### src/rtl/core_params.svh
`ifndef CORE_PARAMS_SVH
`define CORE_PARAMS_SVH

`define DATA_WIDTH      32 // machine word
`define INSTR_WIDTH     32 // base isa only, no compressed
`define REG_ADDR_WIDTH  5  // x0..x31
`define OPCODE_WIDTH    7
`define FUNCT3_WIDTH    3

// major opcodes, bits 6:0 of the instruction
`define OP_RTYPE   7'b0110011 // add, sub, sll ...
`define OP_ITYPE   7'b0010011 // addi, slli ...
`define OP_LOAD    7'b0000011 // lb, lh, lw ...
`define OP_STORE   7'b0100011 // sb, sh, sw
`define OP_BRANCH  7'b1100011 // beq .. bgeu
`define OP_JAL     7'b1101111
`define OP_JALR    7'b1100111
`define OP_LUI     7'b0110111
`define OP_AUIPC   7'b0010111

`endif

### src/rtl/ctrlPkg.sv
package ctrlPkg;

    typedef logic [2:0] aluOpT; // instruction class out of the main decoder
    localparam aluOpT ALUOP_RTYPE  = 3'b000;
    localparam aluOpT ALUOP_ITYPE  = 3'b001;
    localparam aluOpT ALUOP_LOAD   = 3'b010;
    localparam aluOpT ALUOP_STORE  = 3'b011;
    localparam aluOpT ALUOP_BRANCH = 3'b100;
    localparam aluOpT ALUOP_JUMP   = 3'b101; // jal and jalr share this
    localparam aluOpT ALUOP_LUI    = 3'b110;
    localparam aluOpT ALUOP_AUIPC  = 3'b111;

    typedef logic [2:0] immSrcT; // immediate format
    localparam immSrcT IMM_I = 3'b000;
    localparam immSrcT IMM_S = 3'b001;
    localparam immSrcT IMM_B = 3'b010;
    localparam immSrcT IMM_U = 3'b011;
    localparam immSrcT IMM_J = 3'b100;

    typedef logic [1:0] resultSrcT; // writeback source
    localparam resultSrcT RES_ALU   = 2'b00;
    localparam resultSrcT RES_LOAD  = 2'b01; // alu address passed on
    localparam resultSrcT RES_PC4   = 2'b10; // link value
    localparam resultSrcT RES_PCIMM = 2'b11; // auipc

    typedef enum logic [4:0] {
        ALU_ADD, ALU_SUB, ALU_AND, ALU_OR, ALU_XOR,
        ALU_SLL, ALU_SRL, ALU_SRA, ALU_SLT, ALU_SLTU, ALU_PASSB,
        ALU_BEQ, ALU_BNE, ALU_BLT, ALU_BGE, ALU_BLTU, ALU_BGEU
    } aluCtrlT;

endpackage

### src/rtl/isaPkg.sv
package isaPkg;

`include "core_params.svh"

    typedef logic [`DATA_WIDTH-1:0]     wordT;    // data or address word
    typedef logic [`INSTR_WIDTH-1:0]    instrT;   // raw instruction
    typedef logic [`OPCODE_WIDTH-1:0]   opcodeT;  // bits 6:0
    typedef logic [`FUNCT3_WIDTH-1:0]   funct3T;  // bits 14:12
    typedef logic [`REG_ADDR_WIDTH-1:0] regAddrT; // register index

    // field extraction, same positions for every format that has the field
    function automatic opcodeT opcodeOf(input instrT instr);
        return instr[6:0];
    endfunction

    function automatic funct3T funct3Of(input instrT instr);
        return instr[14:12];
    endfunction

    function automatic regAddrT rdOf(input instrT instr);
        return instr[11:7];
    endfunction

    function automatic logic funct7b5Of(input instrT instr);
        return instr[30]; // sub / sra select
    endfunction

endpackage

### src/rtl/alu.sv
module alu import isaPkg::*, ctrlPkg::*; (
    input  wordT    srcA,
    input  wordT    srcB,
    input  aluCtrlT aluControl,
    output wordT    aluResult,
    output logic    flagE       // branch condition
);

    logic [4:0] shamt;  // low 5 bits only
    logic       isEq;
    logic       isLt;   // signed
    logic       isLtu;  // unsigned

    assign shamt = srcB[4:0];
    assign isEq  = (srcA == srcB);
    assign isLt  = ($signed(srcA) < $signed(srcB));
    assign isLtu = (srcA < srcB);

    always_comb begin
        aluResult = '0;   // compares leave the result at zero
        flagE     = 1'b0; // low unless a branch compare
        case (aluControl)
            ALU_ADD:   aluResult = srcA + srcB;
            ALU_SUB:   aluResult = srcA - srcB;
            ALU_AND:   aluResult = srcA & srcB;
            ALU_OR:    aluResult = srcA | srcB;
            ALU_XOR:   aluResult = srcA ^ srcB;
            ALU_SLL:   aluResult = srcA << shamt;
            ALU_SRL:   aluResult = srcA >> shamt;
            ALU_SRA:   aluResult = $signed(srcA) >>> shamt; // keeps the sign
            ALU_SLT:   aluResult = wordT'(isLt);
            ALU_SLTU:  aluResult = wordT'(isLtu);
            ALU_PASSB: aluResult = srcB;                    // lui
            ALU_BEQ:   flagE = isEq;
            ALU_BNE:   flagE = !isEq;
            ALU_BLT:   flagE = isLt;
            ALU_BGE:   flagE = !isLt;
            ALU_BLTU:  flagE = isLtu;
            ALU_BGEU:  flagE = !isLtu;
            default:   aluResult = srcA + srcB;
        endcase
    end

endmodule

### src/rtl/aluDecoder.sv
module aluDecoder import isaPkg::*, ctrlPkg::*; (
    input  aluOpT   aluopD,
    input  funct3T  funct3,
    input  logic    funct7b5,   // instr[30]
    output aluCtrlT aluControl
);

    logic subSel; // sub only exists in r-type

    assign subSel = (aluopD == ALUOP_RTYPE) && funct7b5;

    always_comb begin
        case (aluopD)
            ALUOP_RTYPE, ALUOP_ITYPE: begin
                case (funct3)
                    3'b000:  aluControl = subSel ? ALU_SUB : ALU_ADD;
                    3'b001:  aluControl = ALU_SLL;
                    3'b010:  aluControl = ALU_SLT;
                    3'b011:  aluControl = ALU_SLTU;
                    3'b100:  aluControl = ALU_XOR;
                    3'b101:  aluControl = funct7b5 ? ALU_SRA : ALU_SRL; // srai too
                    3'b110:  aluControl = ALU_OR;
                    default: aluControl = ALU_AND;
                endcase
            end
            ALUOP_BRANCH: begin
                case (funct3)
                    3'b000:  aluControl = ALU_BEQ;
                    3'b001:  aluControl = ALU_BNE;
                    3'b100:  aluControl = ALU_BLT;
                    3'b101:  aluControl = ALU_BGE;
                    3'b110:  aluControl = ALU_BLTU;
                    3'b111:  aluControl = ALU_BGEU;
                    default: aluControl = ALU_ADD; // reserved, flag stays low
                endcase
            end
            ALUOP_LUI: aluControl = ALU_PASSB; // imm straight through
            // load, store, jumps and auipc all need an add
            ALUOP_LOAD,
            ALUOP_STORE,
            ALUOP_JUMP,
            ALUOP_AUIPC: aluControl = ALU_ADD;
            default:     aluControl = ALU_ADD;
        endcase
    end

endmodule

### src/rtl/control.sv
`include "core_params.svh"

module control import isaPkg::*, ctrlPkg::*; (
    input  opcodeT    opcodeD,    // instr[6:0]
    input  logic      flagE,      // branch compare outcome from alu
    output logic      pcsrcD,
    output resultSrcT resultsrcD,
    output logic      memwriteD,
    output logic      alusrcD,
    output immSrcT    immsrcD,
    output logic      regwriteD,
    output aluOpT     aluopD,
    output logic      jalrD
);

    always_comb begin
        // instruction class for the alu decoder
        case (opcodeD)
            `OP_RTYPE:  aluopD = ALUOP_RTYPE;
            `OP_ITYPE:  aluopD = ALUOP_ITYPE;
            `OP_LOAD:   aluopD = ALUOP_LOAD;
            `OP_STORE:  aluopD = ALUOP_STORE;
            `OP_BRANCH: aluopD = ALUOP_BRANCH;
            `OP_JAL:    aluopD = ALUOP_JUMP;
            `OP_JALR:   aluopD = ALUOP_JUMP; // alu add gives rs1+imm
            `OP_LUI:    aluopD = ALUOP_LUI;
            `OP_AUIPC:  aluopD = ALUOP_AUIPC;
            default:    aluopD = ALUOP_RTYPE;
        endcase

        case (opcodeD)
            `OP_JALR: jalrD = 1'b1; // target base is rs1
            default:  jalrD = 1'b0;
        endcase

        case (opcodeD)
            `OP_RTYPE: resultsrcD = RES_ALU;
            `OP_ITYPE: resultsrcD = RES_ALU;
            `OP_LOAD:  resultsrcD = RES_LOAD;
            `OP_JAL:   resultsrcD = RES_PC4;  // link
            `OP_JALR:  resultsrcD = RES_PC4;
            `OP_AUIPC: resultsrcD = RES_PCIMM;
            default:   resultsrcD = RES_ALU;  // lui goes through passB
        endcase

        case (opcodeD)
            `OP_STORE: memwriteD = 1'b1;
            default:   memwriteD = 1'b0;
        endcase

        case (opcodeD)
            `OP_RTYPE:  alusrcD = 1'b0;
            `OP_ITYPE:  alusrcD = 1'b1;
            `OP_LOAD:   alusrcD = 1'b1; // address = rs1 + imm
            `OP_STORE:  alusrcD = 1'b1;
            `OP_BRANCH: alusrcD = 1'b0; // compares rs1 with rs2
            `OP_JAL:    alusrcD = 1'b1;
            `OP_JALR:   alusrcD = 1'b1;
            `OP_LUI:    alusrcD = 1'b1;
            `OP_AUIPC:  alusrcD = 1'b1;
            default:    alusrcD = 1'b0;
        endcase

        case (opcodeD)
            `OP_ITYPE:  immsrcD = IMM_I;
            `OP_LOAD:   immsrcD = IMM_I;
            `OP_JALR:   immsrcD = IMM_I;
            `OP_STORE:  immsrcD = IMM_S;
            `OP_BRANCH: immsrcD = IMM_B;
            `OP_LUI:    immsrcD = IMM_U;
            `OP_AUIPC:  immsrcD = IMM_U;
            `OP_JAL:    immsrcD = IMM_J;
            default:    immsrcD = IMM_I; // r-type has no immediate
        endcase

        case (opcodeD)
            `OP_RTYPE:  regwriteD = 1'b1;
            `OP_ITYPE:  regwriteD = 1'b1;
            `OP_LOAD:   regwriteD = 1'b1;
            `OP_STORE:  regwriteD = 1'b0; // no rd
            `OP_BRANCH: regwriteD = 1'b0; // no rd
            `OP_JAL:    regwriteD = 1'b1;
            `OP_JALR:   regwriteD = 1'b1;
            `OP_LUI:    regwriteD = 1'b1;
            `OP_AUIPC:  regwriteD = 1'b1;
            default:    regwriteD = 1'b0; // unknown opcode writes nothing
        endcase

        case (opcodeD)
            `OP_BRANCH: pcsrcD = flagE; // taken only if compare holds
            `OP_JAL:    pcsrcD = 1'b1;
            `OP_JALR:   pcsrcD = 1'b1;
            default:    pcsrcD = 1'b0;
        endcase
    end

endmodule

### src/rtl/decodeExecuteTop.sv
module decodeExecuteTop import isaPkg::*; (
    input  logic               clk,
    input  logic               reset,
    input  logic               instrValid,
    input  instrT              instr,
    input  wordT               pc,
    input  wordT               rs1Data,
    input  wordT               rs2Data,
    output logic               outValid,
    output logic               regWrite,
    output logic               memWrite,
    output ctrlPkg::resultSrcT resultSrc,
    output regAddrT            rdAddr,
    output wordT               result,
    output wordT               storeData,
    output wordT               pcNext,
    output logic               pcTaken
);

    opcodeT             opcode;
    funct3T             funct3;
    logic               funct7b5;
    regAddrT            rd;
    logic               flagE;      // alu back into control, same cycle
    logic               pcsrcD;
    ctrlPkg::resultSrcT resultsrcD;
    logic               memwriteD;
    logic               alusrcD;
    ctrlPkg::immSrcT    immsrcD;
    logic               regwriteD;
    ctrlPkg::aluOpT     aluopD;
    logic               jalrD;
    ctrlPkg::aluCtrlT   aluControl;
    wordT               immExt;
    wordT               srcB;       // muxed in the execute stage
    wordT               aluResult;

    assign opcode   = opcodeOf(instr);
    assign funct3   = funct3Of(instr);
    assign funct7b5 = funct7b5Of(instr);
    assign rd       = rdOf(instr);

    control uControl (
        .opcodeD(opcode), .flagE(flagE), .pcsrcD(pcsrcD), .resultsrcD(resultsrcD),
        .memwriteD(memwriteD), .alusrcD(alusrcD), .immsrcD(immsrcD),
        .regwriteD(regwriteD), .aluopD(aluopD), .jalrD(jalrD)
    );

    aluDecoder uAluDecoder (
        .aluopD(aluopD), .funct3(funct3), .funct7b5(funct7b5), .aluControl(aluControl)
    );

    immExtend uImmExtend (.instr(instr), .immsrcD(immsrcD), .immExt(immExt));

    alu uAlu (
        .srcA(rs1Data), .srcB(srcB), .aluControl(aluControl),
        .aluResult(aluResult), .flagE(flagE)
    );

    executeStage uExecute (
        .clk(clk), .reset(reset), .instrValid(instrValid), .pc(pc), .immExt(immExt),
        .rs1Data(rs1Data), .rs2Data(rs2Data), .aluResult(aluResult),
        .alusrcD(alusrcD), .pcsrcD(pcsrcD), .jalrD(jalrD), .resultsrcD(resultsrcD),
        .regwriteD(regwriteD), .memwriteD(memwriteD), .rd(rd), .srcB(srcB),
        .outValid(outValid), .regWrite(regWrite), .memWrite(memWrite),
        .resultSrc(resultSrc), .rdAddr(rdAddr), .result(result),
        .storeData(storeData), .pcNext(pcNext), .pcTaken(pcTaken)
    );

endmodule

### src/rtl/executeStage.sv
module executeStage import isaPkg::*, ctrlPkg::*; (
    input  logic      clk,
    input  logic      reset,
    input  logic      instrValid,
    input  wordT      pc,
    input  wordT      immExt,
    input  wordT      rs1Data,
    input  wordT      rs2Data,
    input  wordT      aluResult,
    input  logic      alusrcD,
    input  logic      pcsrcD,
    input  logic      jalrD,
    input  resultSrcT resultsrcD,
    input  logic      regwriteD,
    input  logic      memwriteD,
    input  regAddrT   rd,
    output wordT      srcB,       // second alu operand
    output logic      outValid,
    output logic      regWrite,
    output logic      memWrite,
    output resultSrcT resultSrc,
    output regAddrT   rdAddr,
    output wordT      result,
    output wordT      storeData,
    output wordT      pcNext,
    output logic      pcTaken
);

    wordT pcPlus4;
    wordT pcPlusImm;    // branch, jal and auipc
    wordT jumpSum;      // jalr base
    wordT target;
    wordT resultNext;

    assign srcB      = alusrcD ? immExt : rs2Data;
    assign pcPlus4   = pc + wordT'(4);
    assign pcPlusImm = pc + immExt;
    assign jumpSum   = rs1Data + immExt;
    assign target    = jalrD ? (jumpSum & ~wordT'(1)) : pcPlusImm; // jalr clears bit 0

    always_comb begin
        case (resultsrcD)
            RES_ALU:   resultNext = aluResult;
            RES_LOAD:  resultNext = aluResult; // memory address
            RES_PC4:   resultNext = pcPlus4;
            RES_PCIMM: resultNext = pcPlusImm;
            default:   resultNext = aluResult;
        endcase
    end

    always_ff @(posedge clk) begin
        if (reset) begin
            outValid <= 1'b0;
            regWrite <= 1'b0;
            memWrite <= 1'b0;
            pcTaken  <= 1'b0;
        end else begin
            outValid <= instrValid; // one cycle per issued instruction
            regWrite <= instrValid && regwriteD;
            memWrite <= instrValid && memwriteD;
            pcTaken  <= instrValid && pcsrcD;
        end
    end

    always_ff @(posedge clk) begin
        if (instrValid) begin // data holds when idle
            resultSrc <= resultsrcD;
            rdAddr    <= rd;
            result    <= resultNext;
            storeData <= rs2Data;
            pcNext    <= pcsrcD ? target : pcPlus4;
        end
    end

endmodule

### src/rtl/immExtend.sv
module immExtend import isaPkg::*, ctrlPkg::*; (
    input  instrT  instr,
    input  immSrcT immsrcD,
    output wordT   immExt
);

    logic sign; // every format takes its sign from bit 31

    assign sign = instr[31];

    always_comb begin
        case (immsrcD)
            IMM_I: immExt = {{20{sign}}, instr[31:20]};
            IMM_S: immExt = {{20{sign}}, instr[31:25], instr[11:7]};
            IMM_B: immExt = {{19{sign}}, instr[31], instr[7],
                             instr[30:25], instr[11:8], 1'b0}; // halfword offset
            IMM_U: immExt = {instr[31:12], 12'b0};              // upper 20 bits
            IMM_J: immExt = {{11{sign}}, instr[31], instr[19:12],
                             instr[20], instr[30:21], 1'b0};
            default: immExt = {{20{sign}}, instr[31:20]};       // treat as i-type
        endcase
    end

endmodule

### config.mk
export PLATFORM = sky130hd
export DESIGN_NAME = decodeExecuteTop
export DESIGN_NICKNAME = d
export VERILOG_FILES = /design/src/rtl/ctrlPkg.sv /design/src/rtl/isaPkg.sv /design/src/rtl/alu.sv /design/src/rtl/aluDecoder.sv /design/src/rtl/control.sv /design/src/rtl/decodeExecuteTop.sv /design/src/rtl/executeStage.sv /design/src/rtl/immExtend.sv
export VERILOG_INCLUDE_DIRS = /design/src /design/src/rtl
export SDC_FILE = /design/constraint.sdc
export NUM_CORES = 1
export LEC_CHECK = 0
export ABC_AREA = 1
export BUFFER_PORTS_ARGS = -buffer_cell sky130_fd_sc_hd__buf_2
export CELL_PAD_IN_SITES_DETAIL_PLACEMENT = 1
export CELL_PAD_IN_SITES_GLOBAL_PLACEMENT = 2
export CORE_MARGIN = 1
export CORE_UTILIZATION = 29
export CTS_CLUSTER_SIZE = 14
export DETAILED_ROUTE_END_ITERATION = 10
export PLACE_DENSITY_LB_ADDON = 0.1
export SLEW_MARGIN = 20
export SYNTH_ARGS = -nofsm -noshare
export SYNTH_HDL_FRONTEND = slang
export SYNTH_HIERARCHICAL = 1
export SYNTH_SLANG_ARGS = --single-unit
### constraint.sdc
create_clock -name clk -period 4.9 [get_ports clk]
set_input_delay 0 -clock clk [delete_from_list [all_inputs] [get_ports clk]]
set_output_delay 0 -clock clk [all_outputs]
set_load 0.02 [all_outputs]
# Word-level counts from Yosys, hierarchy flattened
# Index checks and enable logic that the tools add are counted.
[totals]
register_bits = 107
inputBits = 131
out_inout_bits = 107
[op_classes]
n_addsub = 5
magnitude_cmp = 2
n_eq_ne = 47
shifts = 3
muxes = 20
bitwise = 3
n_reduce_logical = 18
[ops]
columns = ["operator", "count"]
rows = [
  ["$pmux W32 S11", 1],
  ["$pmux W31 S4", 1],
  ["$add A32 B32 Y32", 3],
  ["$mux W32", 3],
  ["$pmux W32 S3", 1],
  ["$lt A32 B32 Y1", 2],
  ["$eq A5 B4 Y1 const B", 8],
  ["$pmux W5 S7", 1],
  ["$add A32 B3 Y32 const B", 1],
  ["$and A32 B32 Y32", 1],
  ["$eq A32 B32 Y1", 1],
  ["$or A32 B32 Y32", 1],
  ["$shl A32 B5 Y32", 1],
  ["$shr A32 B5 Y32", 1],
  ["$sshr A32 B5 Y32", 1],
  ["$sub A32 B32 Y32", 1],
  ["$xor A32 B32 Y32", 1],
  ["$pmux W5 S6", 1],
  ["$eq A3 B3 Y1 const B", 9],
  ["$eq A7 B6 Y1 const B", 3],
  ["$eq A7 B7 Y1 const B", 3],
  ["$pmux W3 S7", 1],
  ["$eq A5 B3 Y1 const B", 4],
  ["$pmux W5 S4", 1],
  ["22 further kinds", 47],
]

# Depth between registers and ports, before layout
# Gate-level depths: netlist (run 1).
[depth]
ltp_word = 12
ltp_mapped = 38
ltp_nobuf = 34

# By module
# Netlist (run 1), hierarchy kept.
[by_module_without_submodules]
columns = ["mod", "instances", "cells_each", "area_each_um2", "seq_area_each_um2"]
rows = [
  ["alu", 1, 2077, 10202.3, 0.0],
  ["executeStage", 1, 1410, 9770.6, 3173.0],
  ["immExtend", 1, 82, 419.2, 0.0],
  ["control", 1, 57, 275.3, 0.0],
  ["aluDecoder", 1, 39, 198.9, 0.0],
]

# Least setup slack after synthesis (run 1)
# Ideal clock, no wire load.
[synth_timing]
kind = "input port to flip-flop"
startpoint = "in instr[3]"
endpoint = "reg uExecute.pcNext[23], data pin"
setup_time_ns = 0.253
arrival_ns = 4.557
required_time_ns = 4.647
path_slack_ns = 0.090
cell_stages = 38
path_cell_list = "inv_1 > nand2_1 > nor2_4 > nand3_1 > nand2_1 > inv_1 > nand3_1 > nand2_1 > nand2_1 > nand2_1 > mux2_2 > clkbuf_2 > inv_2 > clkbuf_1 > clkbuf_1 > ha_1 > buf_6 > nor2_1 > [2 not listed] > nand3_1 > nand2_1 > nand2_1 > nand2_2 > nand2_2 > nand2_1 > nand2_1 > nand2_1 > nand2_1 > nand3_1 > nand3_1 > nand2_1 > nand2_1 > inv_1 > clkbuf_1 > nand2_1 > nor2_1 > nor2_1"
[synth_via]
word_cells_on_any_way = 53
[synth_lines]
columns = ["element", "line_no", "source"]
rows = [
  ["start, declared", "decodeExecuteTop.sv:5", "input instrT instr,"],
  ["$eq A7 B6 Y1 or $eq A7 B5 Y1 (tied branches)", "control.sv:64", "case (opcodeD)"],
  ["$reduce_or A2 Y1 (no source line)", "-", ""],
  ["$pmux W3 S4 (*)", "control.sv:64", ""],
  ["named net immsrcD[1]", "decodeExecuteTop.sv:29", "ctrlPkg::immSrcT immsrcD;"],
  ["$eq A3 B3 Y1, or another cell as far along", "immExtend.sv:12", "case (immsrcD)"],
  ["$pmux W31 S4 (*)", "immExtend.sv:12", ""],
  ["named net immExt[4]", "decodeExecuteTop.sv:34", "wordT immExt;"],
  ["$mux W32 (*)", "executeStage.sv:35", "assign srcB = alusrcD ? immExt : rs2Data;"],
  ["named net srcB[4]", "decodeExecuteTop.sv:35", "wordT srcB;"],
  ["$lt A32 B32 Y1, or another cell as far along", "alu.sv:17", "assign isLtu = (srcA < srcB);"],
  ["$logic_not A1 Y1, on equally long branches", "alu.sv:39, alu.sv:35, alu.sv:37", ""],
  ["$pmux W1 S6 (*)", "alu.sv:22", "case (aluControl)"],
  ["named net flagE", "decodeExecuteTop.sv:24", "logic flagE;"],
  ["$pmux W1 S2 (*)", "control.sv:89", "case (opcodeD)"],
  ["named net pcsrcD", "decodeExecuteTop.sv:25", "logic pcsrcD;"],
  ["$mux W32 (*)", "executeStage.sv:71", "pcNext <= pcsrcD ? target : pcPlus4;"],
  ["end signal, assigned", "executeStage.sv:71", ""],
  ["end, declared", "executeStage.sv:25", "output wordT pcNext,"],
]
# Mark *: on every way through the listed nets, which the timed path passes. The rest lies on a longest branch.
# A chain may end at the register's enable or synchronous reset.

# Worst setup path in the final report (run 1)
[layout_timing]
startpoint = "in instr[0]"
endpoint = "reg uExecute.pcNext[3], data pin"
# The elaborated chain is that of the path after synthesis.

==> results.toml, run 1 <==
[cells_and_area]
seq_area_mm2 = 0.003173
syn_to_final_growth_pct = 18.23
layout.nets = 4286
drive_above_1_share_pct = 13.54
final_cells = 4939
multi_input_area_mm2 = 0.01531
fillers = 9638
final_area_mm2 = 0.02467

[detailed_routing]
drt_first_iter_violations = 2066
route.detailed.drc = 0
wl_um = 136300
drt-pass1-iter-count = 6
drtAntennaViolNets = 0
wl_per_cell_um = 27.60
avgViaCountPerCell = 5.451
num_vias = 26920

[power_and_ir_drop]
peakVddDrop_mv = 0.1794
leakage_uw = 0.01271
power.total_uw = 5430
powerDensity_mw_per_mm2 = 220.1

[place]
gp_congestion = 1.047
dpl_cell_area_mm2 = 0.02396
portBuffers = 237
dp_hpwl_um = 116400
place_inst = 4883
dp_slack_ns = -0.005528

[worst_setup_path]
critPathBufInv = 7
cp_common_cell = "nand2_1"
criticalPathCategory = "input port to flip-flop"
endpoint_kind = "flip-flop"
slowest_delay_ns = 0.45
crit_arrival_ns = 4.74
startpoint = "instr[0]"
cpLargestDelayFamily = "simple AND/OR/NAND/NOR gates"
crit_slowest_cell = "o21ai_0"
crit_fanout = 13
crit_required_ns = 5.04
start_kind = "input port"

[sta]
layout_min_cycle_time_ns = 4.607
fin_crit_sh_pct = 94.01
tightest_slew_ns = 0.9696
hold_violations = 0
maxSlewViolCount = 0
slew_headroom_pct = 35.29
rsz0062_at_grt = "false"
fin_ws_ns = 0.2934
max_freq_ghz = 0.2171
finalSetupTns_ns = 0
finalSetupViolCount = 0

[global_route]
antenna_found_initial = 5
grt_usage_pct = 36.48
grt_overflow = 0
grt_max_degree = 62
grt_pass1_vias = 26600
grt_pass1_wl_um = 192000

[logic_synthesis]
yosysWarningCount = 6
syn_area_per_cell_um2 = 5.693
ys_ff_latch = 107
async_reset_ff_share_pct = 0
yosysTopAreaCellShare_pct = 21.55
ys_top_cells_by_area = "nand2_1 22%, edfxtp_1 15%, nand3_1 14%, ha_1 9.5%, inv_1 8.3%"
syn-cell-area_mm2 = 0.02087
yosysSeqAreaShare_pct = 15.21
syn_inst = 3665
syn_nets = 3959
ys.flop_type = "edfxtp_1"
synth_top_area_cell = "nand2_1"
synth_edf_count = 103
yosys.cell_types.count = 59

[run]
cap_violations = 0

[hold_path]
min_from = "pc[0]"
hold_path_class = "input port to flip-flop"
hold_path_depth = 3
hold_end = "uExecute/pcNext[0]"

[clock_network]
clockBufferDepth = 2
cts_tree = "done"
cts-root-buf = "clkbuf_16"
clkTransAtPathRegs_ns = 0.09
cts.sinks = 107
post_cts_buffers = 0
htreeDepth = 3
numCtsBuffers = 9

[floorplan]
io_pins = 238
die_y_um = 270.2
die_w_um = 270.2
num_rows = 97
die_area_mm2 = 0.07303
core_area_mm2 = 0.07064
initial_core_util_pct = 29.54

[outcome]
status = "finished clean"
Yosys cell counts (5+ instances only):
master    count
nand2_1    1198
nand3_1     573
inv_1       464
nor2_1      313
a21oi_1     166
ha_1        159
o21ai_0     129
edfxtp_1    103
buf_2        55
nand4_1      50
nor3_1       44
o22ai_1      36
o211ai_1     32
clkbuf_1     31
mux2_2       31
xor2_1       29
o21bai_1     22
nand2_2      18
nand3b_1     17
o221ai_1     16
xnor2_1      16
inv_2        14
nor2_2       14
nor2_4       14
buf_4        12
and2_1       11
or2_2        10
buf_1         9
buf_6         7
nor4_1        7
a21o_1        5
nand3_2       5
cell usage in the layout (no fill, tap or decap), drive strengths merged, types with 36 or more instances in the layout:
cell	n
nand2	1219
nand3	581
inv	481
buf	393
nor2	343
a21oi	168
ha	159
o21ai	134
edfxtp	103
nand4	50
nor3	49
dlygate4sd3	38
o22ai	36
metrics by stage:
stage / utilization, % / hold slack, ns
2_1_floorplan: - / 0.07151
3_3_place_gp: 33.92 / 0.1942
3_5_place_dp: 33.92 / 0.1990
4_1_cts: 34.90 / 0.006706
5_1_grt: 34.92 / 0.01791
6_report: 34.93 / 0.03188
power breakdown:
part           total (µW)  switching (µW)  internal [µW]
registers            1180            35.7           1140
clock network         814             444            370
logic                3440            2460            975
total                5430            2940           2490
cells by family (layout without fill, tap and decap cells):
kind of cell	count (synthesis)	count (layout)	share of synthesized area [%]
simple gates	2295	2295	48.02
buf+inv	597	929	11.55
compound gates	427	427	11.73
fa+ha+maj	163	163	9.918
flops	107	107	15.21
xor+xnor	45	45	1.889
mux	31	31	1.673
other cells	0	2	0
what timing repair did:
item	in CTS	in global routing
endpoints found under the hold margin	41	0
hold buffers	38	0
gates resized for setup	0	4
setup endpoints to repair	0	18
worst max-delay path by stage:
stage	end	slack [ns]	cells after the start
global placement	uExecute/pcNext[8]	0.11	28
detailed placement	uExecute/pcNext[5]	-0.006	28
finish	uExecute/pcNext[3]	0.29	31
global route	uExecute/pcNext[3]	0.03	31
CTS	uExecute/pcNext[6]	0.41	28
floorplan	uExecute/pcNext[23]	0.09	38
state kept, by name (all words and copies together), names as in the netlist:
signal and flops:
uExecute/pcNext 32, uExecute/result 32, uExecute/storeData 32, uExecute/rdAddr 5
uExecute/resultSrc 2, uExecute/memWrite 1, uExecute/outValid 1, uExecute/pcTaken 1
uExecute/regWrite 1
metal layers:
| layer | track usage [%] | vias up | share of wire [%] |
|---|---|---|---|
| met3 | 3.032 | 216 | 5.3 |
| met4 | 20.09 | 6 | 6.2 |
| met5 | 0 | - | 0.029 |
| met2 | 59.80 | 945 | 45 |
| li1 | - | 12730 | - |
| met1 | 47.20 | 13030 | 43 |
final cells by class:
cell class / instances / share of cell area [%]
Clock buffer: 9 / 0.9129
Sequential cell: 107 / 12.86
Tap cell: 940 / 4.767
Inverter: 482 / 7.359
Multi-Input combinational cell: 2961 / 62.05
Clock inverter: 7 / 0.3651
Antenna cell: 2 / 0.02029
Timing Repair Buffer: 431 / 11.66
Note: power is estimated with default switching activity, not from simulation.
==> run 2: changes to the inputs <==
CORE_UTILIZATION = 28   (was 29)
SYNTH_HIERARCHICAL = unset   (was 1)
==> run 2 against run 1 <==
Net effect:
- critical path depth is 1 higher
- worst setup slack better by 0.022 ns
- sequential power hardly changed
- die area is 5.0% lower
- non-clock buffer count is 43 lower
- critical endpoint is now uExecute.pcNext[11]
- largest cell class unchanged
- highest routed layer is now met4
==> results.toml, run 2 <==
[worst_setup_path]
start_kind = "input port"
critPathBufInv = 7
criticalPathCategory = "input port to flip-flop"
cpLargestDelayFamily = "simple AND/OR/NAND/NOR gates"
slowest_delay_ns = 0.35
crit_slowest_cell = "ha_1"
crit_required_ns = 5.04
crit_arrival_ns = 4.73
endpoint_kind = "flip-flop"
cp_common_cell = "nand2_1"
crit_fanout = 22

[hold_path]
min_from = "instr[4]"
hold_path_depth = 4
hold_end = "uExecute.resultSrc[0]"
hold_path_class = "input port to flip-flop"

[cells_and_area]
seq_area_mm2 = 0.003173
final_cells = 4471
multi_input_area_mm2 = 0.01369
reg_top3 = "uExecute.pcNext x32, uExecute.result x32, uExecute.storeData x32"
drive_above_1_share_pct = 12.59
mostFrequentLayoutCells = "918 x nand2_1, 445 x inv_1, 356 x nand3_1, 281 x nor2_1, 251 x a21oi_1"
syn_to_final_growth_pct = 17.77
layout.nets = 3877
utilization_pct = 33.42
fillers = 9042
final_common_cell = "nand2_1"

[place]
dp_slack_ns = -0.005570
portBuffers = 237
gp_congestion = 0.9731
dp_hpwl_um = 102600
place_inst = 4413

[floorplan]
die_w_um = 263.4
initial_core_util_pct = 28.38
die_area_mm2 = 0.06936
die_y_um = 263.4
io_pins = 238
num_rows = 95
core_area_mm2 = 0.06740

[power_and_ir_drop]
internal-power_uw = 2426
leakage_uw = 0.01134
clkPwrFrac_pct = 16.4
seqPwrFrac_pct = 23.2
peakVddDrop_mv = 0.1975
power.total_uw = 5057
pwr-share-comb_pct = 60.4
sw_frac_of_total_pct = 52.03
powerDensity_mw_per_mm2 = 224.5
power_switching_uw = 2631

[detailed_routing]
drt_first_iter_violations = 1861
drt-pass1-iter-count = 8
wl_per_cell_um = 26.72
drtAntennaViolNets = 0
num_vias = 24260
avgViaCountPerCell = 5.425
wl_um = 119500
route.detailed.drc = 0

[logic_synthesis]
yosys.cell_types.count = 57
ys.flop_type = "edfxtp_1"
yosysTopAreaCellShare_pct = 18.05
yosysWarningCount = 0
ys_top_cells_by_area = "nand2_1 18%, edfxtp_1 16%, ha_1 9.9%, nand3_1 9.3%, inv_1 8.8%"
synth_commonest_cells = "920 x nand2_1, 447 x inv_1, 356 x nand3_1"
syn-cell-area_mm2 = 0.01913
ys_ff_latch = 107
syn_nets = 3598
yosysSeqAreaShare_pct = 16.59
syn_area_per_cell_um2 = 5.773
synth_top_area_cell = "nand2_1"
syn_inst = 3313
yosysMostFrequentCell = "nand2_1"
synth_edf_count = 103
async_reset_ff_share_pct = 0

[clock_network]
clockBufferDepth = 2
cts-root-buf = "clkbuf_16"
clkTransAtPathRegs_ns = 0.08
numCtsBuffers = 9
htreeDepth = 3
cts.sinks = 107
cts_tree = "done"

[sta]
max_freq_ghz = 0.2181
rsz0062_at_grt = "false"
fin_ws_ns = 0.3158
fin_crit_sh_pct = 93.56
tightest_slew_ns = 1.129
layout_min_cycle_time_ns = 4.584
slew_headroom_pct = 24.45
finalSetupViolCount = 0
maxSlewViolCount = 0
hold_violations = 0

[global_route]
grt_max_degree = 73
grt_pass1_vias = 25340
grt_overflow = 0
grt_usage_pct = 33.82
grt_pass1_wl_um = 172300
antenna_found_initial = 3

[outcome]
status = "finished clean"

[run]
cap_violations = 0
[run 2: cell types whose count changed in the layout (fill, tap and decap cells not counted), sizes merged, moves of 19 or more]
cell,change
nand4,-19
a21oi,+84
xor2,+33
buf,-46
nor2,-45
nand2,-275
mux2,-31
o21ai,+129
a31oi,+20
nand3,-221
[run 2: final cells by class]
cell class | count | share of cell area [%]
Timing Repair Buffer | 388 | 11.10
Antenna cell | 1 | 0.01111
Multi-Input combinational cell | 2617 | 60.78
Sequential cell | 107 | 14.09
Inverter | 469 | 7.815
Clock buffer | 9 | 0.9998
Tap cell | 873 | 4.849
Clock inverter | 7 | 0.3666
[run 2: cell families (layout without fill, tap and decap cells)]
| family | count (synthesis) | after routing | share of synthesized area (%) |
|---|---|---|---|
| AND/OR/NAND/NOR | 1720 | 1720 | 38.39 |
| AO/OA/AOI/OAI | 660 | 660 | 19.09 |
| multiplexers | 1 | 1 | 0.05233 |
| adder cells (fa/ha/maj) | 154 | 154 | 10.19 |
| buffers and inverters | 589 | 873 | 11.93 |
| other | 0 | 1 | 0 |
| XOR/XNOR | 82 | 82 | 3.755 |
| flip-flops | 107 | 107 | 16.59 |
[run 2: what timing repair did]
action                                 in CTS  in global routing
endpoints found under the hold margin      44                  0
buffers inserted                            0                  0
setup endpoints to repair                   0                 32
gates resized for setup                     0                  4
hold buffers                               41                  0
[run 2: metrics by stage]
step	cell area, µm²	hold slack (ns)	setup TNS, ns
final	22530	0.06250	0
after global routing	22530	0.07847	0
after CTS	22520	0.04366	0
after detailed placement	21800	0.1787	-0.006173
after global placement	21800	0.1770	0
after floorplan	19130	0.08239	0
[run 2: power by group through the flow]
| stage | registers, µW | clock network [µW] | logic (µW) |
|---|---|---|---|
| 6_report | 1170 | 830 | 3050 |
| 3_5_place_dp | 1190 | 0 | 2970 |
| 3_3_place_gp | 1190 | 0 | 2960 |
| 5_1_grt | 1180 | 871 | 3290 |
| 4_1_cts | 1180 | 849 | 3010 |
| 2_1_floorplan | 1320 | 0 | 1590 |
[run 2: worst max path at each step]
stage,from,to,depth (start not counted)
floorplan,instr[1],uExecute.pcNext[5],30
global placement,instr[1],uExecute.pcNext[4],25
detailed placement,instr[1],uExecute.pcNext[11],33
CTS,instr[1],uExecute.pcNext[11],32
global route,instr[1],uExecute.pcNext[11],30
finish,instr[1],uExecute.pcNext[11],32
[run 2: worst min-delay path, delay by kind of cell]
kind                   cells  cell delay (ns)
and+or+nand+nor            1             0.07
AOI/OAI and AO/OA          1             0.05
buffers and inverters      2             0.15
[run 2: layer usage]
metal | global-route usage (%) | part of all wire (%) | routed length (µm) | vias up
met4 | 15.17 | 4.7 | 5646 | 0
met5 | 0 | 0 | 0 | -
met2 | 59.12 | 48 | 57940 | 660
met3 | 1.861 | 3.3 | 3998 | 162
met1 | 42.72 | 43 | 51900 | 11940
li1 | - | - | - | 11490
